## config.mk

```make
export PLATFORM = sky130hd
export DESIGN_NAME = complex_writeback
export DESIGN_NICKNAME = d
export VERILOG_FILES = /design/src/hdl/isa_pkg.sv /design/src/hdl/exec_pkg.sv /design/src/hdl/complex_writeback.sv
export VERILOG_INCLUDE_DIRS = /design/src /design/src/hdl
export SDC_FILE = /design/constraint.sdc
export NUM_CORES = 1
export LEC_CHECK = 0
export ABC_CLOCK_PERIOD_IN_PS = 2000
export BUFFER_PORTS_ARGS = -buffer_cell sky130_fd_sc_hd__buf_2
export CAP_MARGIN = 25
export CORE_MARGIN = 2
export CORE_UTILIZATION = 38
export CTS_CLUSTER_SIZE = 28
export DETAILED_ROUTE_END_ITERATION = 10
export MAX_ROUTING_LAYER = met4
export PLACE_DENSITY = 0.76
export SLEW_MARGIN = 15
export SYNTH_ARGS = -nofsm -noshare
export SYNTH_HDL_FRONTEND = slang
export SYNTH_SLANG_ARGS = --single-unit
```

## constraint.sdc

```tcl
create_clock -name clk -period 2 [get_ports clk]
set_clock_uncertainty 0.1 [all_clocks]
set_input_delay 0.3 -clock clk [delete_from_list [all_inputs] [get_ports clk]]
set_output_delay 0.3 -clock clk [all_outputs]
set_load 0.005 [all_outputs]
```

## src/hdl/fs_defs.svh

```systemverilog
// Widths, pipeline depth, flag bit positions and opcode codes of the complex lane
// Included by the packages and by every RTL file that needs a constant
`ifndef FS_DEFS_SVH
`define FS_DEFS_SVH

// Datapath widths
`define SIZE_DATA            32   // Operand and result word
`define SIZE_IMMEDIATE       16   // Immediate field, carried only
`define SIZE_OPCODE_I        8    // Opcode field
`define SIZE_PHYSICAL_LOG    7    // Physical register tag
`define SIZE_ACTIVELIST_LOG  6    // Active-list index
`define EXECUTION_FLAGS      6    // Flag vector

// Stage registers behind the ALU, 1 or more
`define CALU_DEPTH           3

// Bit positions inside the flag vector
`define FLAG_BRANCH          5    // Never set by this lane
`define FLAG_WR_DEST         4    // Result goes to the register file
`define FLAG_WR_LOW          3    // Low half of a double-width op
`define FLAG_EXECUTED        2
`define FLAG_EXCEPTION       1    // Syscall trap
`define FLAG_MISPREDICT      0    // Always zero here

// Opcodes handled by the complex lane
`define MULT_L               8'h40  // Signed product, low word
`define MULT_H               8'h41  // Signed product, high word
`define MULTU_L              8'h42  // Unsigned product, low word
`define MULTU_H              8'h43  // Unsigned product, high word
`define DIV_L                8'h44  // Signed quotient
`define DIV_H                8'h45  // Signed remainder
`define DIVU_L               8'h46  // Unsigned quotient
`define DIVU_H               8'h47  // Unsigned remainder
`define SYSCALL              8'h48

`endif

```

## src/hdl/isa_pkg.sv

```systemverilog
// Value types of the instruction set seen by the complex lane
// Ports of the ALU and the exec packet types are built from these
`default_nettype none

`include "fs_defs.svh"

package isa_pkg;

  // One operand or result word
  typedef logic [`SIZE_DATA-1:0] data_t;

  // Immediate, travels with the op but feeds no operation
  typedef logic [`SIZE_IMMEDIATE-1:0] imm_t;

  // Opcode as issued
  typedef logic [`SIZE_OPCODE_I-1:0] opcode_t;

  // Execution flags
  // bit 5 branch
  // bit 4 write destination
  // bit 3 write low half
  // bit 2 executed
  // bit 1 exception
  // bit 0 mispredict
  typedef logic [`EXECUTION_FLAGS-1:0] flags_t;

endpackage

`default_nettype wire

```

## src/hdl/exec_pkg.sv

```systemverilog
// Tags and packets that move through the complex execution lane
// Issue payload in, one packet per stage, writeback and active-list packets out
`default_nettype none

`include "fs_defs.svh"

package exec_pkg;
  import isa_pkg::*;

  typedef logic [`SIZE_PHYSICAL_LOG-1:0]   phys_tag_t;  // Physical register tag
  typedef logic [`SIZE_ACTIVELIST_LOG-1:0] al_idx_t;    // Active-list slot

  // Issued op with operands already read
  typedef struct packed {
    opcode_t   opcode;
    data_t     data1;
    data_t     data2;
    imm_t      immd;       // Carried along, unused by the ALU
    phys_tag_t phys_dest;
    al_idx_t   al_idx;
  } issue_pkt_t;

  // Computed op in flight down the stage chain
  typedef struct packed {
    data_t     result;
    flags_t    flags;
    phys_tag_t phys_dest;
    al_idx_t   al_idx;
  } stage_pkt_t;

  // Writeback bus
  typedef struct packed {
    phys_tag_t phys_dest;
    data_t     data;
  } wb_pkt_t;

  // Active-list update
  typedef struct packed {
    al_idx_t al_idx;
    flags_t  flags;
  } ctrl_pkt_t;

endpackage

`default_nettype wire

```

## src/hdl/complex_writeback.sv

```systemverilog
// Final output register of the complex lane
// Splits a finished op into writeback and active-list packets, holds under back-pressure
`default_nettype none
`timescale 1ns/100ps

`include "fs_defs.svh"

module complex_writeback (
  input  logic                 clk,
  input  logic                 rst_n_i,
  input  logic                 in_valid_i,
  input  exec_pkg::stage_pkt_t in_pkt_i,
  output logic                 advance_o,
  input  logic                 wb_ready_i,
  output logic                 wb_valid_o,
  output exec_pkg::wb_pkt_t    wb_pkt_o,
  output exec_pkg::ctrl_pkt_t  ctrl_pkt_o
);
  import exec_pkg::*;

  logic      wb_valid_q;
  wb_pkt_t   wb_pkt_q;
  ctrl_pkt_t ctrl_pkt_q;
  wb_pkt_t   wb_next;                       // Split of the incoming stage packet
  ctrl_pkt_t ctrl_next;

  // Register free or draining this cycle
  assign advance_o = ~wb_valid_q | wb_ready_i;

  always_comb begin
    wb_next.phys_dest = in_pkt_i.phys_dest;
    wb_next.data      = in_pkt_i.flags[`FLAG_WR_DEST] ? in_pkt_i.result : '0;  // Syscall writes 0
    ctrl_next.al_idx  = in_pkt_i.al_idx;
    ctrl_next.flags   = in_pkt_i.flags;
  end

  always_ff @(posedge clk or negedge rst_n_i) begin
    if (!rst_n_i) begin
      wb_valid_q <= 1'b0;
    end else if (advance_o) begin
      wb_valid_q <= in_valid_i;             // Empties when nothing arrives
    end
  end

  always_ff @(posedge clk) begin
    if (advance_o && in_valid_i) begin
      wb_pkt_q   <= wb_next;                // Held while stalled
      ctrl_pkt_q <= ctrl_next;
    end
  end

  assign wb_valid_o = wb_valid_q;
  assign wb_pkt_o   = wb_pkt_q;
  assign ctrl_pkt_o = ctrl_pkt_q;

endmodule

`default_nettype wire

```

==> run_results.csv, run 1 <==
group,metric,value,unit
setup_path,cp-end-kind,"flop",
timing,finalSetupViolCount,0,
power,pwr-share-clk,0.264,
layout,areaGrowthSynthToFinish,37.7,%
floorplan,die_h,73.4,µm
clock_tree,cts_setup_buffers,0,
timing,fin_crit,1.39,ns
setup_path,ff2ff_path_depth,3,
timing,tns,0,ns
setup_path,worst-path-max-fanout,26,
layout,final_layout_size_suffix_gt1_frac,0.721,
floorplan,die_x,73.4,µm
clock_tree,clk_pin_slew_worst_paths,0.08,ns
setup_path,start_kind,"flop",
floorplan,start_util,0.390,
clock_tree,cts.htree.levels,2,
timing,slew_headroom,0.744,
power,p_switching,0.391,mW
layout,design_area,2520,µm²
timing,fmax,721,MHz
place,post-place-ws,0.579,ns
floorplan,core,4690,µm²
power,p_leak,1.10,nW
grt,globalRouteMet3Util,0.0672,
synthesis,synth_top_area_frac,0.837,
detailed_routing,firstDrtPassIters,3,
grt,grt.overflow.total,0,
synthesis,seq_area_frac_synth,0.850,
timing,fin_crit_sh,0.694,
grt,grt.busiest_layer,"met2",
power,power.internal,1.60,mW
detailed_routing,drc,0,
floorplan,rows,25,
synthesis,syn_avg_cell_area,20.3,µm²
timing,tightest_slew,0.384,ns
floorplan,num_io_pins,108,
clock_tree,cts.sinks,52,
timing,finalHoldViolations,0,
setup_path,worstPathRequired,1.87,ns
power,peakVddDrop,440,µV
detailed_routing,wl_per_cell,12.6,µm
layout,nFillCells,393,
place,place_area,2430,µm²
synthesis,syn_inst,90,
outcome,status,"completed",
detailed_routing,vias_per_cell,4.39,
setup_path,crit_type,"reg -> reg",
timing,rsz0062_at_grt,"no",
synthesis,syn-cell-area,1830,µm²
detailed_routing,vias,1132,
detailed_routing,first_iter_violations,16,
detailed_routing,ant_nets,0,
layout,antennaDiodeCount,0,
synthesis,synth_cell_type_count,6,
place,portBuffers,107,
grt,grt_max_degree,34,
synthesis,yosys_warnings,0,
place,gp_congestion,0.663,
grt,met2_usage,0.203,
job,maxCapViolations,0,
detailed_routing,drt_wl_total,3.26,mm
synthesis,syn_nets,145,
min_path,hp-class,"in -> reg",
setup_path,arrival,1.26,ns
power,switching_share,0.196,
timing,fin_ws,0.612,ns
layout,finish.net_count,259,
synthesis,yosysTopAreaCell,"edfxtp_1",
grt,antenna_found_initial,0,
grt,grt_pass1_wl,4.81,mm
power,power_frac_seq,0.643,
synthesis,ys_top_cells_by_area,"edfxtp_1 (84%), and2_2 (13%), dfrtp_1 (1.4%), clkbuf_2 (0.82%), nand2b_1 (0.68%)",
clock_tree,clockBufferDepth,2,
clock_tree,cts_buffers,5,
timing,finalMaxSlewViolations,0,
clock_tree,ctsResizeCount,0,
power,pwr-share-comb,0.094,
grt,grt_util_met1,0.134,
min_path,holdPathStages,1,
clock_tree,cts_tree,"done",
floorplan,dieArea,5390,µm²
grt,grt_pass1_vias,1070,
power,powerDensity,791,nW/µm²
clock_tree,cts-root-buf,"clkbuf_8",
grt,track_usage,0.126,
clock_tree,clk_latency,0.29,ns
power,power.total,1.99,mW
synthesis,ys_ff_latch,52,
per-layer routing:
metal,wire length (µm),part of all wire
met1,1250,0.38
met2,1570,0.48
met3,401,0.12
met4,38,0.012
met5,0,0
synthesized netlist by cell type (all sizes together):
master  count
clkbuf      3
nand2b      2
dfrtp       1
and2       33
edfxtp     51
flip-flops by register name, indices dropped and copies added (netlist names):
| register | cells |
|---|---|
| ctrl_pkt_o | 12 |
| wb_pkt_o | 39 |
| wb_valid_o | 1 |
worst max-delay path, stage by stage, from the launching register on:
cell and delay (ns):
dfrtp_1 0.38, nand2b_1 0.10, and2_2 0.16, buf_4 0.30
layout by cell type (no fill, tap or decap):
cell type        n
buf_2          107
edfxtp_1        51
and2_2          33
clkbuf_8         5
nand2b_1         2
clkinv_1         2
buf_4            2
dlygate4sd3_1    1
dfrtp_1          1
power by group through the flow:
stage | Combinational (mW) | Sequential [mW] | Clock, mW
finish | 0.187 | 1.28 | 0.526
global placement | 0.185 | 1.31 | 0
detailed placement | 0.190 | 1.31 | 0
floorplan | 0.0554 | 1.32 | 0
CTS | 0.192 | 1.28 | 0.556
global route | 0.210 | 1.29 | 0.604
path summary, 6_finish.rpt:
path,startpoint,slack [ns],endpoint
min in group asynchronous,rst_n_i,0.19,wb_valid_o
hold / removal,in_pkt_i[11],0.08,wb_pkt_o[37]
setup reg to reg,wb_valid_o,0.61,wb_pkt_o[17]
setup / recovery,wb_valid_o,0.61,wb_pkt_o[17]
hold reg to reg,wb_valid_o,0.43,wb_valid_o
max in group asynchronous,rst_n_i,1.52,wb_valid_o
repair_timing:
item                                   in CTS  in global routing
endpoints found under the hold margin       1                  0
setup endpoints to repair                   0                  0
hold buffers                                1                  0
metrics by stage:
stage	std cells	hold slack, ns	utilization
floorplan	90	-0.0956	-
global route	258	0.0544	0.537
global placement	250	-0.0247	0.519
detailed placement	250	-0.0232	0.519
finish	258	0.0759	0.537
CTS	258	0.0641	0.537
cells by family (layout without fill, tap and decap cells):
group | Yosys count | after routing | share of synthesized area
buf+inv | 3 | 117 | 0.00820
flops | 52 | 52 | 0.850
simple gates | 35 | 35 | 0.141
final cells by class:
type / instances / area, µm² / area share
clock buffers: 5 / 68.8 / 0.0273
clock inverters: 2 / 7.51 / 0.00298
multi-input cells: 35 / 260 / 0.103
flip-flops and latches: 52 / 1560 / 0.617
well taps: 54 / 67.6 / 0.0268
repair buffers: 110 / 561 / 0.222
No activity file was read; power rests on OpenSTA's default activity.
==> inputs of run 2 (changes only) <==
- ABC_CLOCK_PERIOD_IN_PS: 2000 -> 1150
- clock period: 2 -> 1.15 ns (I/O delays scaled with it)
==> run 2 against run 1 <==
The run now ends with setup timing left. Clock-buffer cell count unchanged. Sequential share of layout area decreased by 6.6 points. Sequential power increased by 74%. Worst setup slack got worse by 0.70 ns. Critical endpoint is now advance_o. Largest power group unchanged.
==> run_results.csv, run 2 (synthesis results as in run 1) <==
group,metric,value,unit
detailed_routing,ant_nets,0,
clock_tree,cts_tree,"done",
layout,design_area,2820,µm²
place,gp_congestion,0.674,
timing,fmax,809,MHz
floorplan,core,4690,µm²
floorplan,dieArea,5390,µm²
layout,areaGrowthSynthToFinish,54.3,%
clock_tree,cts.htree.levels,2,
grt,grt_pass1_wl,6.00,mm
timing,whs,0.0619,ns
job,maxCapViolations,0,
setup_path,worst-path-max-fanout,2,
grt,grt.overflow.total,0,
clock_tree,cts.sinks,52,
layout,finish.net_count,280,
setup_path,start_kind,"flop",
layout,final_layout_size_suffix_gt1_frac,0.671,
setup_path,arrival,0.96,ns
detailed_routing,drc,0,
timing,finalSetupViolCount,52,
floorplan,rows,25,
floorplan,start_util,0.390,
floorplan,die_h,73.4,µm
detailed_routing,wl_per_cell,15.4,µm
place,post-dp-hpwl,2.70,mm
detailed_routing,drt_wl_total,4.31,mm
place,dp_cells,252,
clock_tree,clk_pin_slew_worst_paths,0.09,ns
min_path,hp-class,"in -> reg",
clock_tree,clk_latency,0.29,ns
layout,largest_reg_flops,39,
clock_tree,cts_setup_buffers,0,
grt,antenna_found_initial,0,
grt,grt_max_degree,34,
layout,layoutNonFillerInstCount,279,
setup_path,worstPathRequired,0.88,ns
timing,tns,-3.14,ns
timing,tightest_slew,0.399,ns
floorplan,num_io_pins,108,
clock_tree,cts_buffers,5,
power,peakVddDrop,824,µV
grt,track_usage,0.157,
layout,final_cell_mix,"buf_2 (106), edfxtp_1 (51), and2_2 (32), dlygate4sd3_1 (20), clkbuf_8 (5)",
timing,finalMaxSlewViolations,0,
timing,finalHoldViolations,0,
clock_tree,cts-root-buf,"clkbuf_8",
layout,layout_commonest_cell,"buf_2",
detailed_routing,firstDrtPassIters,2,
timing,fin_crit,1.24,ns
timing,rsz0062_at_grt,"yes",
setup_path,cp-end-kind,"output pin",
timing,fin_crit_sh,1.08,
clock_tree,clockBufferDepth,2,
power,powerDensity,1440,nW/µm²
power,p_leak,1.23,nW
outcome,status,"complete, but fails checks",
detailed_routing,vias,1234,
floorplan,die_x,73.4,µm
place,portBuffers,107,
detailed_routing,vias_per_cell,4.42,
timing,fin_ws,-0.0868,ns
place,place_area,2490,µm²
grt,grt_pass1_vias,1264,
setup_path,crit_type,"reg -> out",
detailed_routing,first_iter_violations,73,
outcome,violations,"setup timing",
layout,antennaDiodeCount,0,
timing,slew_headroom,0.734,
## run 2: final timing paths
kind,start,end,slack [ns],depth (start not counted)
min in group asynchronous,rst_n_i,wb_valid_o,0.07,2
max in group asynchronous,rst_n_i,wb_valid_o,0.79,2
hold / removal,in_pkt_i[49],wb_pkt_o[30],0.06,2
setup / recovery,wb_valid_o,advance_o,-0.09,3
hold reg to reg,wb_valid_o,wb_valid_o,0.55,3
setup reg to reg,wb_valid_o,wb_pkt_o[11],-0.08,3
## run 2: worst max-delay path, stage by stage (launching register included)
cell and delay (ns):
dfrtp_1 0.38, nand2b_1 0.09, buf_4 0.12, buf_6 0.08
## run 2: power by group
part	total (mW)	internal, mW	switching [mW]
combinational	0.420	0.250	0.170
clock	1.41	0.856	0.552
sequential	2.23	2.21	0.0271
## run 2: area by class of cell
class	count	area (µm²)
Timing Repair Buffer	131	810
Sequential cell	52	1560
Clock inverter	2	60.1
Fill cell	352	1870
Clock buffer	5	68.8
Multi-Input combinational cell	35	262
Tap cell	54	67.6
## run 2: through the flow
stage,utilization,setup WS [ns],total power [mW]
2_1_floorplan,-,-0.291,2.39
4_1_cts,0.602,-0.101,4.08
6_report,0.602,-0.0868,4.06
3_3_place_gp,0.530,-0.0658,2.63
5_1_grt,0.602,-0.123,4.21
3_5_place_dp,0.530,-0.0764,2.64
## run 2: what timing repair did
| action | in CTS | in global routing |
|---|---|---|
| hold buffers | 20 | 0 |
| endpoints found under the setup margin | 52 | 53 |
| gates resized for setup | 1 | 0 |
| endpoints found under the hold margin | 20 | 0 |
## run 2: metal layers
| layer | track usage | wire [µm] | vias to the layer above | part of all wire |
|---|---|---|---|---|
| met5 | - | 0 | - | 0 |
| met4 | 0.0545 | 57 | 0 | 0.013 |
| met3 | 0.0466 | 432 | 7 | 0.10 |
| met2 | 0.291 | 2320 | 66 | 0.54 |
| met1 | 0.153 | 1500 | 571 | 0.35 |
| li1 | - | - | 590 | - |
